--- src/verilog/smem_macros.svh ---
`ifndef SMEM_MACROS_SVH
`define SMEM_MACROS_SVH

// Lanes and banks
`define SMEM_NUM_REQS 4
`define SMEM_NUM_BANKS 4

// Word size in bytes and in bits
`define SMEM_WORD_SIZE 4
`define SMEM_WORD_WIDTH 32

// 64 words per bank
`define SMEM_BANK_ADDR_WIDTH 6

// Word address with the bank in its low bits
`define SMEM_ADDR_WIDTH 8

`define SMEM_TAG_WIDTH 8

`endif
--- src/verilog/smem_pkg.sv ---
`default_nettype none

`include "smem_macros.svh"

package smem_pkg;

    typedef logic [`SMEM_WORD_WIDTH-1:0] word_t;

    typedef logic [`SMEM_WORD_SIZE-1:0] byteen_t;

    // Full word address as seen by a lane
    typedef logic [`SMEM_ADDR_WIDTH-1:0] addr_t;

    // Word index inside one bank
    typedef logic [`SMEM_BANK_ADDR_WIDTH-1:0] bank_addr_t;

    typedef logic [`SMEM_TAG_WIDTH-1:0] tag_t;

    // Requesting lane number
    typedef logic [$clog2(`SMEM_NUM_REQS)-1:0] lane_idx_t;

endpackage

`default_nettype wire

--- src/verilog/smem_bank_if.sv ---
`timescale 1ns/1ps
`default_nettype none

interface smem_bank_if import smem_pkg::*; ();

    // Request toward the bank
    logic       req_valid;
    logic       req_rw;
    bank_addr_t req_addr;
    byteen_t    req_byteen;
    word_t      req_data;
    tag_t       req_tag;
    lane_idx_t  req_idx;
    logic       req_ready;

    // Read response back to the merge
    logic       rsp_valid;
    word_t      rsp_data;
    tag_t       rsp_tag;
    lane_idx_t  rsp_idx;
    logic       rsp_ready;

    modport dispatch (
        output req_valid, req_rw, req_addr, req_byteen, req_data, req_tag, req_idx,
        input  req_ready
    );

    modport bank (
        input  req_valid, req_rw, req_addr, req_byteen, req_data, req_tag, req_idx,
        output req_ready,
        output rsp_valid, rsp_data, rsp_tag, rsp_idx,
        input  rsp_ready
    );

    modport merge (
        input  rsp_valid, rsp_data, rsp_tag, rsp_idx,
        output rsp_ready
    );

endinterface

`default_nettype wire

--- src/verilog/smem_bank.sv ---
`timescale 1ns/1ps
`default_nettype none

`include "smem_macros.svh"

module smem_bank import smem_pkg::*; (
    input  logic     clk,
    input  logic     reset,
    smem_bank_if.bank port
);

    localparam int NUM_WORDS = 1 << `SMEM_BANK_ADDR_WIDTH;

    word_t mem [0:NUM_WORDS-1];

    // Request register
    logic       rq_valid;
    logic       rq_rw;
    bank_addr_t rq_addr;
    byteen_t    rq_byteen;
    word_t      rq_data;
    tag_t       rq_tag;
    lane_idx_t  rq_idx;

    // Read response register
    logic       rs_valid;
    word_t      rs_data;
    tag_t       rs_tag;
    lane_idx_t  rs_idx;

    logic req_fire;
    logic rs_free;
    logic rd_fire;
    logic rq_drain;

    assign rs_free  = !rs_valid || port.rsp_ready;
    assign rd_fire  = rq_valid && !rq_rw && rs_free;
    // Writes always leave, reads only if the response slot opens
    assign rq_drain = rq_valid && (rq_rw || rs_free);

    assign port.req_ready = !rq_valid || rq_drain;
    assign req_fire       = port.req_valid && port.req_ready;

    always_ff @(posedge clk) begin
        if (reset) begin
            rq_valid <= 1'b0;
            rs_valid <= 1'b0;
        end else begin
            if (req_fire) begin
                rq_valid <= 1'b1;
            end else if (rq_drain) begin
                rq_valid <= 1'b0;
            end
            if (rd_fire) begin
                rs_valid <= 1'b1;
            end else if (port.rsp_ready) begin
                rs_valid <= 1'b0;
            end
        end
    end

    always_ff @(posedge clk) begin
        if (req_fire) begin
            rq_rw     <= port.req_rw;
            rq_addr   <= port.req_addr;
            rq_byteen <= port.req_byteen;
            rq_data   <= port.req_data;
            rq_tag    <= port.req_tag;
            rq_idx    <= port.req_idx;
        end
        if (rd_fire) begin
            rs_tag <= rq_tag;
            rs_idx <= rq_idx;
        end
    end

    // Single-port RAM with byte-masked write and registered read
    always_ff @(posedge clk) begin
        if (rq_valid && rq_rw) begin
            for (int i = 0; i < `SMEM_WORD_SIZE; i++) begin
                if (rq_byteen[i]) begin
                    mem[rq_addr][i*8 +: 8] <= rq_data[i*8 +: 8];
                end
            end
        end
        if (rd_fire) begin
            rs_data <= mem[rq_addr];
        end
    end

    assign port.rsp_valid = rs_valid;
    assign port.rsp_data  = rs_data;
    assign port.rsp_tag   = rs_tag;
    assign port.rsp_idx   = rs_idx;

endmodule

`default_nettype wire

--- src/flat_wrapper.sv ---
// flat-port wrapper written by rule: the top's interface ports become plain ports
module smem_bank_flat import smem_pkg::*;
  (clk, reset, port_req_valid, port_req_rw, port_req_addr, port_req_byteen, port_req_data, port_req_tag, port_req_idx, port_req_ready, port_rsp_valid, port_rsp_data, port_rsp_tag, port_rsp_idx, port_rsp_ready);
  smem_bank_if port_i ();
  input  logic clk;
  input  logic reset;
  input wire logic [$bits(port_i.req_valid)-1:0] port_req_valid;
  input wire logic [$bits(port_i.req_rw)-1:0] port_req_rw;
  input wire logic [$bits(port_i.req_addr)-1:0] port_req_addr;
  input wire logic [$bits(port_i.req_byteen)-1:0] port_req_byteen;
  input wire logic [$bits(port_i.req_data)-1:0] port_req_data;
  input wire logic [$bits(port_i.req_tag)-1:0] port_req_tag;
  input wire logic [$bits(port_i.req_idx)-1:0] port_req_idx;
  output wire logic [$bits(port_i.req_ready)-1:0] port_req_ready;
  output wire logic [$bits(port_i.rsp_valid)-1:0] port_rsp_valid;
  output wire logic [$bits(port_i.rsp_data)-1:0] port_rsp_data;
  output wire logic [$bits(port_i.rsp_tag)-1:0] port_rsp_tag;
  output wire logic [$bits(port_i.rsp_idx)-1:0] port_rsp_idx;
  input wire logic [$bits(port_i.rsp_ready)-1:0] port_rsp_ready;
  assign port_i.req_valid = port_req_valid;
  assign port_i.req_rw = port_req_rw;
  assign port_i.req_addr = port_req_addr;
  assign port_i.req_byteen = port_req_byteen;
  assign port_i.req_data = port_req_data;
  assign port_i.req_tag = port_req_tag;
  assign port_i.req_idx = port_req_idx;
  assign port_req_ready = port_i.req_ready;
  assign port_rsp_valid = port_i.rsp_valid;
  assign port_rsp_data = port_i.rsp_data;
  assign port_rsp_tag = port_i.rsp_tag;
  assign port_rsp_idx = port_i.rsp_idx;
  assign port_i.rsp_ready = port_rsp_ready;
  smem_bank u_core (.clk(clk), .reset(reset), .port(port_i));
endmodule
--- config.mk ---
export PLATFORM = sky130hd
export DESIGN_NAME = smem_bank_flat
export DESIGN_NICKNAME = d
export VERILOG_FILES = /design/src/verilog/smem_pkg.sv /design/src/verilog/smem_bank_if.sv /design/src/verilog/smem_bank.sv /design/src/flat_wrapper.sv
export VERILOG_INCLUDE_DIRS = /design/src /design/src/verilog
export SDC_FILE = /design/constraint.sdc
export NUM_CORES = 2
export LEC_CHECK = 0
export BUFFER_PORTS_ARGS = -buffer_cell sky130_fd_sc_hd__buf_2
export CORE_MARGIN = 1
export CORE_UTILIZATION = 50
export CTS_CLUSTER_SIZE = 25
export DETAILED_ROUTE_END_ITERATION = 8
export GPL_ROUTABILITY_DRIVEN = 0
export PLACE_DENSITY = 0.64
export REMOVE_ABC_BUFFERS = 1
export SLEW_MARGIN = 20
export SYNTH_ARGS = -nofsm -noshare
export SYNTH_HDL_FRONTEND = slang
export SYNTH_SLANG_ARGS = --single-unit
--- constraint.sdc ---
create_clock -name clk -period 4.9 [get_ports clk]
set_input_delay 0.735 -clock clk [delete_from_list [all_inputs] [get_ports clk]]
set_output_delay 0.735 -clock clk [all_outputs]
set_load 0.01 [all_outputs]
# == Word-level counts from Yosys, hierarchy flattened ==
# Memory sizes are Yosys's and may differ from the RTL's. A register that Yosys moved wholly into a read port is not among the register bits.
# Index checks and enable logic that the tools add are counted.
# classes
bitwise_logic,0
n_mux,16
magnitude_cmp,0
n_reduce_logical,13
n_mul,0
eq_ne,0
n_shift,0
div_mod_pow,0
add_sub_neg,0
# ops
operator,n
1-bit two-way mux,16
1-bit logical AND,5
2-bit nonzero test,2
1-bit logical NOT,3
1-bit logical OR,3
# totals
output_inout_bits,44
romBits,0
ram_bits,2048
ff_bits,65
latch_bits,0
mem_count,1
word_cells,40
# memory_table
memory,depth,word_bits,rd,rd_ports_with_merged_regs,wr,line_no,rtl
u_core.mem,64,32,1,1,1,smem_bank.sv:14,word_t mem [0:NUM_WORDS-1];

# == Logic depth before layout (Yosys ltp) ==
# depth
ltp_word,7
depth_mapped,11
mapped_depth_nobuf,5

# == Least setup slack after synthesis ==
# Ideal clock, no wire load.
# synth_timing
path_type,input-to-reg
startpoint,input port port_rsp_ready
endpoint,register u_core.rq_addr[0] (enable)
setup_ns,0.470
cell_stages,3
arrival_ns,3.292
slack_ns,1.137
path_cell_list,nand2b_1 nor2_1 nor2b_1
# synth_between
elab_chain_cells,5
# synth_lines
element,line_no,rtl
start: declaration,flat_wrapper.sv:19,input wire logic [$bits(port_i.rsp_ready)-1:0] port_rsp_ready;
1-bit logical OR,smem_bank.sv:36,assign rs_free = !rs_valid || port.rsp_ready;
1-bit logical OR,smem_bank.sv:39,assign rq_drain = rq_valid && (rq_rw || rs_free);
1-bit logical AND,smem_bank.sv:39,
1-bit logical OR,smem_bank.sv:41,assign port.req_ready = !rq_valid || rq_drain;
1-bit logical AND,smem_bank.sv:42,assign req_fire = port.req_valid && port.req_ready;
net u_core.req_fire,smem_bank.sv:31,logic req_fire;
end signal: assignment,smem_bank.sv:65,rq_addr <= port.req_addr;
end: declaration,smem_bank.sv:19,bank_addr_t rq_addr;
# The timed path passes the listed nets, and every way through them passes these cells.
# A chain may end at the register's enable or synchronous reset.

==> results_dict.tcl <==
set metrics [dict create \
    overflow 0 \
    drive_above_1_share_pct 20.0 \
    synth-compound-area-share_pct 10.7 \
    max_freq_ghz 0.241 \
    min_period_ns 4.15 \
    start_util_pct 50.7 \
    final_cell_mix "2143 x edfxtp_1, 296 x buf_4, 276 x a221oi_1" \
    cp.depth 7 \
    slowest_delay_ns 0.94 \
    drt_iter0_markers 7010 \
    worst_pin_slew_ns 1.18 \
    status "finished with violations" \
    finalCritPeriodShare_pct 84.6 \
    vias 48804 \
    grt_max_degree 84 \
    rows 148 \
    vdd_ir_drop_max_v 0.000355 \
    grt_pass1_vias 46378 \
    endpoint_kind "register" \
    syn_inst 4654 \
    yosys.area_share.simple_pct 3.40 \
    rsz0062_at_grt "false" \
    required_ns 5.45 \
    crit_buf_inv 2 \
    setup_tns_ns 0 \
    worstPathCellList "buf_4 -> nor2b_4 -> buf_4 -> a221oi_1 -> o22ai_1 -> a2111oi_0 -> nand3_1" \
    grt_pass1_wl_um 351000 \
    critPathSlowestCell "a2111oi_0" \
    cp_max_fo 49 \
    cts_resized 0 \
    clk_pin_slew_ns 0.06 \
    regArea_mm2 0.0644 \
    ant_nets 0 \
    postCtsHoldBufs 0 \
    ys.flop_type "edfxtp_1" \
    routed_wl_um 250000 \
    cts_tree "built" \
    setup_violations 0 \
    whs_path_depth 1 \
    finalNetCount 4963 \
    multiInputGateArea_mm2 0.0168 \
    leakagePower_nw 29.7 \
    antenna_found_initial 17 \
    synth_xor_area_share_pct 0 \
    cts.sinks 2145 \
    final_common_cell "edfxtp_1" \
    cp-start-kind "register" \
    yosysSeqAreaShare_pct 77.7 \
    synthMuxAreaShare_pct 6.05 \
    top_layer "met5" \
    synth.ff_latch_count 2145 \
    power_density_mw_per_mm2 408 \
    violations "DRC" \
    hp-class "input pin to register" \
    clk_path_buf_depth 3 \
    async_flop_share_pct 0 \
    core_area_mm2 0.164 \
    ios 101 \
    wl_met2_um 111000 \
    fp.dieArea_mm2 0.167 \
    reg2reg_depth 7 \
    maxSlewHeadroom_pct 21.2 \
    synth_edf_count 2143 \
    hold_viol_final 0 \
    clock_latency_ns 0.86 \
    cp.arrival_ns 4.69 \
    synth-adder-area-share_pct 0 \
    critical_path_class "register to register" \
    ys_types 60 \
    via_per_inst 6.72 \
    wire_per_inst_um 34.4 \
    syn_to_final_growth_pct 13.4 \
    cpMostUsedCell "buf_4" \
    maxSlewViolCount 0 \
    die_x_um 409 \
    ys_warn_count 0 \
    dp_hpwl_um 152000 \
    nFillCells 12237 \
    wl_met3_um 30000 \
    skew_ns 0.0390 \
    track_usage_pct 29.5 \
    portBuffers 100 \
    maxCapViolations 0 \
    synth_top_family_by_area "compound AO/OA/AOI/OAI gates" \
    postCtsSetupRepairBufs 0 \
    wl_met1_um 95900 \
    syn_area_per_cell_um2 17.8 \
    numCtsBuffers 209 \
    firstDrtPassIters 9 \
    cp_top_family "compound AO/OA/AOI/OAI gates" \
    clock-root-buffer "clkbuf_16" \
    die_h_um 409 \
    drc 35 \
    htreeDepth 4 \
    synth_area_mm2 0.0828 \
    hold_ws_ns 0.0589 \
]
==> synthesized netlist by cell type, types with 30 or more instances <==
cell type | number | share of area [%]
a31oi_1 | 82 | 0.62
mux2i_1 | 158 | 1.9
mux2_2 | 207 | 2.8
o21ai_0 | 74 | 0.45
clkbuf_1 | 196 | 0.89
nand3b_1 | 50 | 0.45
edfxtp_1 | 2143 | 78
nand3_1 | 33 | 0.20
a221oi_1 | 276 | 2.9
nor2_1 | 269 | 1.2
buf_1 | 30 | 0.14
a22oi_1 | 216 | 2.0
o22ai_1 | 66 | 0.50
a21oi_1 | 42 | 0.25
a22o_1 | 70 | 0.74
nand2_1 | 113 | 0.51
buf_2 | 127 | 0.77
o221ai_1 | 69 | 0.73
a221o_1 | 93 | 1.1
mux4_2 | 42 | 1.1
==> cell families after synthesis <==
family                 Yosys count
AO/OA/AOI/OAI                 1121
AND/OR/NAND/NOR                584
multiplexers                   417
buffers and inverters          387
flip-flops                    2145
==> flip-flops by register name, indices dropped and copies added (netlist names) <==
register,flops
u_core.mem,2048
u_core.port.rsp_data,32
u_core.port.rsp_idx,2
u_core.port.rsp_tag,8
u_core.port.rsp_valid,1
u_core.rq_addr,6
u_core.rq_byteen,4
u_core.rq_data,32
u_core.rq_idx,2
u_core.rq_rw,1
u_core.rq_tag,8
u_core.rq_valid,1
==> layer usage <==
metal / up-vias / global-route usage [%]
met5: - / 0.489
met4: 24 / 13.4
li1: 19914 / -
met1: 25095 / 40.6
met2: 3244 / 43.3
met3: 527 / 8.53
==> final timing paths <==
kind	from	end	slack, ns
min	port_req_data[5]	u_core.rq_data[5]	0.06
max reg2reg	u_core.rq_addr[0]	u_core.port.rsp_data[26]	0.75
min reg2reg	u_core.rq_idx[0]	u_core.port.rsp_idx[0]	0.42
max	u_core.rq_addr[0]	u_core.port.rsp_data[26]	0.75
==> area by class of cell <==
type,count,share of cell area (%)
antenna,11,0.0293
multi-input combinational,2122,17.9
timing repair buffer,421,3.43
clock buffer,271,6.01
sequential,2145,68.6
clock inverter,109,1.11
tap,2175,2.90
inverter,7,0.0373
==> metrics by stage <==
stage          utilization, %  cell area (um^2)  cells  power [mW]  setup WS [ns]
5_1_grt                  57.4             93900   7254        39.1          0.527
2_1_floorplan               -             81100   4274        22.0         -24.00
3_3_place_gp             53.3             87200   6870        22.7          0.856
4_1_cts                  57.4             93900   7250        38.3          0.855
6_report                 57.4             93900   7261        38.3          0.753
3_5_place_dp             53.3             87200   6870        22.8          0.847
==> where the power goes <==
part,internal (mW),total (mW),switching [mW]
Combinational,0.620,2.13,1.51
Sequential,20.3,20.3,0.0417
Clock,9.11,15.9,6.77
Note: power is estimated with default switching activity, not from simulation.
